### config.mk
export PLATFORM = sky130hd
export DESIGN_NAME = cmt_top
export DESIGN_NICKNAME = d
export VERILOG_FILES = /design/src/cmt_pkg.sv /design/src/cmt_top.sv /design/src/cmt_epu.sv /design/src/cmt_seq.sv /design/src/cmt_redirect.sv /design/src/cmt_select.sv
export SDC_FILE = /design/constraint.sdc
export NUM_CORES = 1
export LEC_CHECK = 0
export BUFFER_PORTS_ARGS = -buffer_cell sky130_fd_sc_hd__buf_4
export CAP_MARGIN = 20
export CORE_AREA = 3 3 360 362
export DETAILED_ROUTE_END_ITERATION = 10
export DIE_AREA = 0 0 363 365
export SLEW_MARGIN = 0
export SYNTH_ARGS = -nofsm -noshare
export SYNTH_HDL_FRONTEND = slang
export SYNTH_SLANG_ARGS = --single-unit
### constraint.sdc
create_clock -name clk -period 3.4 [get_ports clk]
set_input_delay 0.34 -clock clk [delete_from_list [all_inputs] [get_ports clk]]
set_output_delay 0.34 -clock clk [all_outputs]
set_load 0.005 [all_outputs]
### src/cmt_pkg.sv
/*
 * Commit stage package
 * Widths, lane count, exception vector, opcode and state enums,
 * and the packed structs shared by the commit blocks
 */
package cmt_pkg;

   localparam int CMT_W     = 4;        // Commit lanes
   localparam int CMT_CNT_W = 3;        // Holds 0..CMT_W
   localparam int PC_W      = 30;       // Word PC
   localparam int DW        = 32;
   localparam int PRF_AW    = 6;

   typedef logic [PC_W-1:0]   pc_t;
   typedef logic [DW-1:0]     data_t;
   typedef logic [PRF_AW-1:0] prf_addr_t;

   // System calls and exceptions land here
   localparam pc_t EXC_VECTOR = 30'h0000_0040;

   typedef enum logic [1:0] {
      LSU_NONE,
      LSU_LOAD,
      LSU_STORE
   } lsu_op_e;

   typedef enum logic [1:0] {
      EPU_NONE,
      EPU_SYSCALL,
      EPU_ERET,
      EPU_RDEPC
   } epu_op_e;

   typedef enum logic {
      S_IDLE,
      S_PENDING
   } seq_state_e;

   // One reorder buffer head entry
   typedef struct packed {
      logic      valid;
      lsu_op_e   lsu_op;
      epu_op_e   epu_op;
      logic      exc;          // Exception raised earlier in the pipe
      logic      is_bcc;
      logic      is_brel;
      logic      is_breg;
      logic      fls;          // Mispredicted
      pc_t       fls_tgt;      // Resolved target
      pc_t       pc;
      prf_addr_t prd;
      logic      prd_we;
      data_t     opera;        // Load/store address
      data_t     operb;        // Store data
      logic      pred_taken;
      pc_t       pred_tgt;
   } cmt_lane_t;

   typedef struct packed {
      logic flush;
      pc_t  tgt;
   } redirect_t;

   typedef struct packed {
      logic valid;
      logic is_bcc;
      logic is_brel;
      logic is_breg;
      logic taken;
      pc_t  pc;
      pc_t  npc_act;
   } bpu_upd_t;

   typedef struct packed {
      logic      we;
      prf_addr_t addr;
      data_t     data;
   } prf_wr_t;

   typedef struct packed {
      logic  valid;
      logic  store;
      data_t addr;
      data_t wdata;
   } mem_req_t;

   typedef struct packed {
      logic  valid;
      data_t rdata;
   } mem_resp_t;

endpackage
### src/cmt_top.sv
/*
 * Commit stage top level
 * Connects window selection, redirect, sequencer and exception unit
 */
module cmt_top
(
   input  logic                                   clk,
   input  logic                                   rst,
   input  cmt_pkg::cmt_lane_t [cmt_pkg::CMT_W-1:0] lanes,
   input  cmt_pkg::mem_resp_t                     mem_resp,
   output logic [cmt_pkg::CMT_W-1:0]              fire,
   output logic [cmt_pkg::CMT_CNT_W-1:0]          pop_size,
   output cmt_pkg::redirect_t                     redirect,
   output cmt_pkg::prf_wr_t                       prf_wr,
   output cmt_pkg::bpu_upd_t                      bpu_upd,
   output cmt_pkg::mem_req_t                      mem_req
);
   import cmt_pkg::*;

   logic      se_busy;
   logic      cmt_ce;
   logic      lsu_req0;
   logic      epu_req0;
   logic      ready0;
   logic      epu_req;
   logic      epu_done;
   data_t     epu_dout;
   redirect_t exc_redirect;

   cmt_select u_select (
      .lanes    (lanes),
      .se_busy  (se_busy),
      .cmt_ce   (cmt_ce),
      .flush    (redirect.flush),
      .fire     (fire),
      .pop_size (pop_size),
      .lsu_req0 (lsu_req0),
      .epu_req0 (epu_req0),
      .ready0   (ready0)
   );

   cmt_redirect u_redirect (
      .clk          (clk),
      .rst          (rst),
      .lane0        (lanes[0]),
      .fire0        (fire[0]),
      .exc_redirect (exc_redirect),
      .se_busy      (se_busy),
      .redirect     (redirect),
      .bpu_upd      (bpu_upd)
   );

   cmt_seq u_seq (
      .clk      (clk),
      .rst      (rst),
      .lane0    (lanes[0]),
      .ready0   (ready0),
      .lsu_req0 (lsu_req0),
      .epu_req0 (epu_req0),
      .flush    (redirect.flush),
      .mem_resp (mem_resp),
      .epu_done (epu_done),
      .epu_dout (epu_dout),
      .cmt_ce   (cmt_ce),
      .epu_req  (epu_req),
      .mem_req  (mem_req),
      .prf_wr   (prf_wr)
   );

   cmt_epu u_epu (
      .clk          (clk),
      .rst          (rst),
      .epu_req      (epu_req),
      .lane0        (lanes[0]),
      .epu_done     (epu_done),
      .epu_dout     (epu_dout),
      .exc_redirect (exc_redirect)
   );

endmodule

### src/cmt_epu.sv
/*
 * Exception unit
 * Answers a request one cycle later, keeps the EPC register and
 * redirects on system calls, exceptions and return from exception
 */
module cmt_epu
(
   input  logic                clk,
   input  logic                rst,
   input  logic                epu_req,
   input  cmt_pkg::cmt_lane_t  lane0,
   output logic                epu_done,
   output cmt_pkg::data_t      epu_dout,
   output cmt_pkg::redirect_t  exc_redirect
);
   import cmt_pkg::*;

   logic    req_q;
   epu_op_e op_q;
   logic    exc_q;
   pc_t     epc_q;
   logic    take_exc;
   logic    do_eret;

   always_ff @(posedge clk)
   begin
      if (rst)
         req_q <= 1'b0;
      else
         req_q <= epu_req;
   end

   always_ff @(posedge clk)
   begin
      if (epu_req)
      begin
         op_q  <= lane0.epu_op;
         exc_q <= lane0.exc;
      end
   end

   assign take_exc = req_q & (exc_q | (op_q == EPU_SYSCALL));
   assign do_eret  = req_q & ~exc_q & (op_q == EPU_ERET);

   // Lane 0 is still held in the done cycle, so its pc is valid here
   always_ff @(posedge clk)
   begin
      if (rst)
         epc_q <= '0;
      else if (take_exc)
         epc_q <= lane0.pc;
   end

   assign epu_done = req_q;
   assign epu_dout = {{(DW-PC_W){1'b0}}, epc_q};

   assign exc_redirect.flush = take_exc | do_eret;
   assign exc_redirect.tgt   = take_exc ? EXC_VECTOR : epc_q;

endmodule

### src/cmt_seq.sv
/*
 * Long operation sequencer for lane 0
 * Issues one load/store or exception unit request, holds lane 0
 * until it finishes, and writes the result back
 */
module cmt_seq
(
   input  logic                clk,
   input  logic                rst,
   input  cmt_pkg::cmt_lane_t  lane0,
   input  logic                ready0,
   input  logic                lsu_req0,
   input  logic                epu_req0,
   input  logic                flush,
   input  cmt_pkg::mem_resp_t  mem_resp,
   input  logic                epu_done,
   input  cmt_pkg::data_t      epu_dout,
   output logic                cmt_ce,
   output logic                epu_req,
   output cmt_pkg::mem_req_t   mem_req,
   output cmt_pkg::prf_wr_t    prf_wr
);
   import cmt_pkg::*;

   seq_state_e state_q;
   seq_state_e state_d;
   logic       long_op;
   logic       finish;
   logic       issue;

   assign long_op = ready0 & (lsu_req0 | epu_req0);
   assign finish  = mem_resp.valid | epu_done;

   // Lane 0 is held until its long op completes
   assign cmt_ce = ~long_op | finish;

   assign issue = (state_q == S_IDLE) & long_op;

   always_comb
   begin
      state_d = state_q;
      case (state_q)
         S_IDLE:
         begin
            if (long_op)
               state_d = S_PENDING;
         end
         S_PENDING:
         begin
            if (finish)
               state_d = S_IDLE;
         end
         default:
            state_d = S_IDLE;
      endcase
   end

   always_ff @(posedge clk)
   begin
      if (rst)
         state_q <= S_IDLE;
      else
         state_q <= state_d;
   end

   // Load/store takes the memory port, anything else goes to the EPU
   assign epu_req = issue & ~lsu_req0;

   always_comb
   begin
      mem_req.valid = issue & lsu_req0;
      mem_req.store = (lane0.lsu_op == LSU_STORE);
      mem_req.addr  = lane0.opera;
      mem_req.wdata = lane0.operb;
   end

   always_comb
   begin
      prf_wr.we   = finish & ~flush & lane0.prd_we;
      prf_wr.addr = lane0.prd;
      prf_wr.data = epu_done ? epu_dout : mem_resp.rdata;   // EPC read or load data
   end

endmodule

### src/cmt_redirect.sv
/*
 * Speculative redirect and predictor update
 * Registers a lane 0 mispredict for one cycle, merges it with the
 * exception redirect, and forms the branch predictor update
 */
module cmt_redirect
(
   input  logic                clk,
   input  logic                rst,
   input  cmt_pkg::cmt_lane_t  lane0,
   input  logic                fire0,
   input  cmt_pkg::redirect_t  exc_redirect,
   output logic                se_busy,
   output cmt_pkg::redirect_t  redirect,
   output cmt_pkg::bpu_upd_t   bpu_upd
);
   import cmt_pkg::*;

   logic se_fls_q;
   pc_t  se_tgt_q;
   logic is_br0;

   // Flush never coincides with fire, so the flag lasts one cycle
   always_ff @(posedge clk)
   begin
      if (rst)
         se_fls_q <= 1'b0;
      else
         se_fls_q <= fire0 & lane0.fls;
   end

   always_ff @(posedge clk)
   begin
      if (fire0)
         se_tgt_q <= lane0.fls_tgt;
   end

   assign se_busy = se_fls_q;

   // Mispredict outranks the exception unit
   assign redirect.flush = se_fls_q | exc_redirect.flush;
   assign redirect.tgt   = se_fls_q ? se_tgt_q : exc_redirect.tgt;

   assign is_br0 = lane0.is_bcc | lane0.is_brel | lane0.is_breg;

   always_comb
   begin
      bpu_upd.valid   = fire0 & is_br0;
      bpu_upd.is_bcc  = lane0.is_bcc;
      bpu_upd.is_brel = lane0.is_brel;
      bpu_upd.is_breg = lane0.is_breg;
      bpu_upd.taken   = lane0.pred_taken ^ lane0.fls;     // Wrong guess flips it
      bpu_upd.pc      = lane0.pc;
      bpu_upd.npc_act = lane0.fls ? lane0.fls_tgt : lane0.pred_tgt;
   end

endmodule

### src/cmt_select.sv
/*
 * Commit window selection
 * Decodes single-issue lanes, builds the in-order commit mask,
 * and produces the fire vector and its count
 */
module cmt_select
(
   input  cmt_pkg::cmt_lane_t [cmt_pkg::CMT_W-1:0] lanes,
   input  logic                                   se_busy,
   input  logic                                   cmt_ce,
   input  logic                                   flush,
   output logic [cmt_pkg::CMT_W-1:0]              fire,
   output logic [cmt_pkg::CMT_CNT_W-1:0]          pop_size,
   output logic                                   lsu_req0,
   output logic                                   epu_req0,
   output logic                                   ready0
);
   import cmt_pkg::*;

   logic [CMT_W-1:0] lsu_req;
   logic [CMT_W-1:0] epu_req;
   logic [CMT_W-1:0] is_br;
   logic [CMT_W-1:0] single;
   logic [CMT_W-1:0] mask;
   logic [CMT_W-1:0] ready;

   for (genvar i = 0; i < CMT_W; i++)
   begin : g_lane
      // Long op requests are dropped while a speculative flush drains
      assign lsu_req[i] = ~se_busy & (lanes[i].lsu_op != LSU_NONE);
      assign epu_req[i] = ~se_busy & ((lanes[i].epu_op != EPU_NONE) | lanes[i].exc);
      assign is_br[i]   = lanes[i].is_bcc | lanes[i].is_brel | lanes[i].is_breg;
      assign single[i]  = lsu_req[i] | epu_req[i] | lanes[i].fls | is_br[i];
   end

   // Single-issue lanes may only retire from lane 0, and block younger lanes
   always_comb
   begin
      mask[0] = 1'b1;
      mask[1] = ~single[0] & ~single[1];
      for (int i = 2; i < CMT_W; i++)
      begin
         mask[i] = mask[i-1] & ~single[i];
      end
   end

   for (genvar i = 0; i < CMT_W; i++)
   begin : g_ready
      assign ready[i] = lanes[i].valid & mask[i];
   end

   assign fire = ready & {CMT_W{cmt_ce & ~flush}};

   always_comb
   begin
      pop_size = '0;
      for (int i = 0; i < CMT_W; i++)
      begin
         pop_size = pop_size + CMT_CNT_W'(fire[i]);
      end
   end

   assign lsu_req0 = lsu_req[0];
   assign epu_req0 = epu_req[0];
   assign ready0   = ready[0];

endmodule

==> summary.txt <==
STA
  • Worst clock skew: 0.0170 ns
  • Hold Vio Cnt, Final: 0
  • Tmin final: 3.28 ns
  • Setup TNS: 0 ns
  • WHS: 0.149 ns
  • Final-report max-slew violation count: 0
  • Final worst slack: 0.124 ns
  • Worst slew margin: 58.9%
  • Total of endpoints with negative setup slack in the final report: 0
  • Slew at the pin closest to its max-slew limit: 0.616 ns
  • Portion of the clock cycle consumed by the worst path in the final layout: 96.4%
  • RSZ-0062 raised after global routing: false
  • Maximum frequency from static timing analysis: 305 MHz

Routing
  • Drt first pass iters: 5
  • Mean routed wirelength per cell: 15.9 um
  • DRC violations left: 0
  • Aggregate routed wire length: 37.4 mm
  • Via count: 4108
  • Antenna Nets Post-Route: 0
  • First-iteration detailed-routing DRC count: 123
  • Ratio of routed vias to standard cells: 1.75

Logic synthesis
  • Main area contributors after synthesis: sky130_fd_sc_hd__edfxtp_1, sky130_fd_sc_hd__buf_4, sky130_fd_sc_hd__mux2_2
  • #FFs+latches synth: 66
  • Mapped Nets: 1183
  • Number of warnings issued by yosys: 0
  • Cell taking the most area after synthesis: sky130_fd_sc_hd__edfxtp_1
  • Distinct cell type count of the synthesized netlist: 32
  • Cell area after synthesis: 4200 um2
  • Gate count of the mapped netlist: 457
  • Mean instance size in the synthesized netlist: 9.18 um2
  • Share of the yosys chip area belonging to registers: 39.4%
  • Area fraction of the dominant cell type after synthesis: 23.6%

Power
  • Worst IR drop on VDD: 258 uV
  • LEAKAGE: 2.81 nW
  • PwrDens: 308 nW/um2
  • Final total power: 0.00252 W

Floorplanning
  • Horiz. Die Dim: 363 um
  • Number of ports placed on the die boundary: 931
  • Number of standard-cell rows in the floorplan: 131
  • Die outline area: 132000 um2
  • DIE HEIGHT: 365 um
  • Floorplan Core Area: 127000 um2
  • Initial standard-cell utilization of the core: 3.30%

Clock tree
  • Inserted Clock Buffers: 9
  • CTS hold repair buffers: 0
  • Clock root buffer: sky130_fd_sc_hd__clkbuf_16
  • Sinks on Clock Net: 66
  • Clk Latency, worst-skew pair: 0.37 ns
  • H-tree levels: 3
  • Clock transition time at the flip-flop clock pins of the worst setup and hold paths: 0.08 ns
  • Number of buffers on the longest clock path: 2
  • TritonCTS clock tree: yes

Global route
  • Total Routing Usage GR: 5.48%
  • GR peak layer: met2
  • Met2 track demand over resource in global routing: 8.65%
  • Initial antenna violation count: 17
  • Number of global-route vias before repair: 4282
  • Largest net degree at the start of global routing: 34
  • Grt met3 use: 4.59%
  • Wire length of the first global-routing pass: 44.6 mm
  • Global-route track usage on met1: 5.41%
  • Sum of overflow across all layers after global routing: 0

Setup path
  • Critical-path maximum fanout: 4
  • Worst Path Arrival: 2.94 ns
  • Endpoint kind of the worst setup timing path: primary output
  • Crit path required time: 3.06 ns
  • Type of the worst setup path: flop to primary output
  • Kind of start point of the critical path: flop

Run
  • Max capacitance violation total: 0

Placed design
  • Routability-driven placement congestion ratio: 0.818
  • Port Buf Inserts: 304
  • Worst slack after detailed placement: 0.217 ns
  • DP HPWL: 33.4 mm

Layout
  • Sequential Area: 1660 um2
  • Growth of design area from synthesis to finish: 95.6%
  • Share of post-route cells with drive strength above 1: 61.5%
  • Area of combinational cells with multiple inputs: 1670 um2
  • Filler Cells Inserted: 14.9k
  • Net count of the finished layout: 1384

Hold path
  • Worst Hold Class: primary input to flop

Status
  • Outcome: completed
-- critical path, cell delays in order, from the launching register on --
cell                         delay, ns
sky130_fd_sc_hd__edfxtp_1         0.38
sky130_fd_sc_hd__nor2b_2          0.19
sky130_fd_sc_hd__o32a_1           0.41
sky130_fd_sc_hd__or3b_4           0.46
sky130_fd_sc_hd__clkinvlp_4       0.11
sky130_fd_sc_hd__ha_1             0.23
sky130_fd_sc_hd__fa_1             0.37
sky130_fd_sc_hd__ha_1             0.27
sky130_fd_sc_hd__buf_4            0.14
-- metrics by stage --
stage	cells	cell area, um2	utilization, %
global placement	2303	7770	6.12
floorplan	457	4200	-
finish	2342	8200	6.46
detailed placement	2303	7770	6.12
CTS	2324	8130	6.40
global route	2327	8170	6.43
-- layout by cell type, fill, tap and decap left out, drive strengths merged, types with 3 or more instances in the layout --
master / instances
inv: 6
edfxtp: 33
diode: 17
or4: 4
mux2: 60
nor4: 3
nor2b: 5
dfxtp: 33
nand2: 92
nor3: 5
nor2: 8
o21ai: 32
a21oi: 32
clkbuf: 9
buf: 320
-- synth_stat cells, drive strengths merged --
library cell / n
a21oi: 32
and2: 1
and4: 1
buf: 106
clkbuf: 24
dfxtp: 33
edfxtp: 33
fa: 1
ha: 2
inv: 4
mux2: 60
nand2: 92
nand4: 1
nor2: 8
nor2b: 5
nor3: 5
nor3b: 2
nor4: 3
nor4b: 2
o211ai: 1
o21a: 1
o21ai: 32
o32a: 1
or2: 1
or3b: 1
or4: 4
xor2: 1
-- where the power goes --
| part | internal (W) | switching, W | leakage (nW) |
|---|---|---|---|
| clock | 0.000650 | 0.000447 | 0.157 |
| sequential | 0.000869 | 0.0000169 | 0.578 |
| combinational | 0.000302 | 0.000240 | 2.08 |
-- worst paths after layout --
kind                            depth (start not counted)  slack (ns)                 endpoint     startpoint
worst max register to register                          5        0.96  u_redirect.se_tgt_q[19]  u_epu.op_q[0]
worst min-delay path                                    1        0.15   u_redirect.se_tgt_q[5]     lanes[137]
worst min register to register                          2        0.47            u_seq.state_q  u_seq.state_q
worst max-delay path                                    8        0.12              pop_size[1]  u_epu.op_q[0]
-- timing repair --
item	CTS	global route
gates resized for setup	0	2
setup buffers	5	0
pin swaps	2	2
gates cloned	0	0
endpoints found under the setup margin	1	1
-- flip-flops by register name (all words and copies together) (netlist names) --
signal and cells:
u_redirect.se_busy 1, u_epu.epu_done 1, u_seq.state_q 1, u_epu.exc_q 1, u_redirect.se_tgt_q 30, u_epu.epc_q 30
u_epu.op_q 2
-- per-layer routing --
layer	vias to the layer above	wire, um
li1	1880	-
met1	1820	12800
met2	359	16300
met3	43	7410
met4	6	791
met5	-	31
-- kinds of logic (layout without fill, tap and decap cells) --
family	count (synthesis)	count (layout)	share of synthesized area [%]
AO/OA/AOI/OAI	67	67	8.35
XOR/XNOR	1	1	0.209
adder cells (fa/ha/maj)	3	3	1.07
buffers and inverters	134	340	21.4
flip-flops	66	66	39.4
multiplexers	60	60	16.1
other	0	17	0
AND/OR/NAND/NOR	126	126	13.5
-- final cells by class --
| type | count | share of cell area, % |
|---|---|---|
| clock buffers | 9 | 2.75 |
| flip-flops and latches | 66 | 20.2 |
| well taps | 1662 | 25.3 |
| multi-input cells | 257 | 20.3 |
| inverters | 4 | 0.229 |
| clock inverters | 7 | 1.20 |
| repair buffers | 320 | 29.4 |
| diodes | 17 | 0.519 |
(Power assumes the default switching activity.)
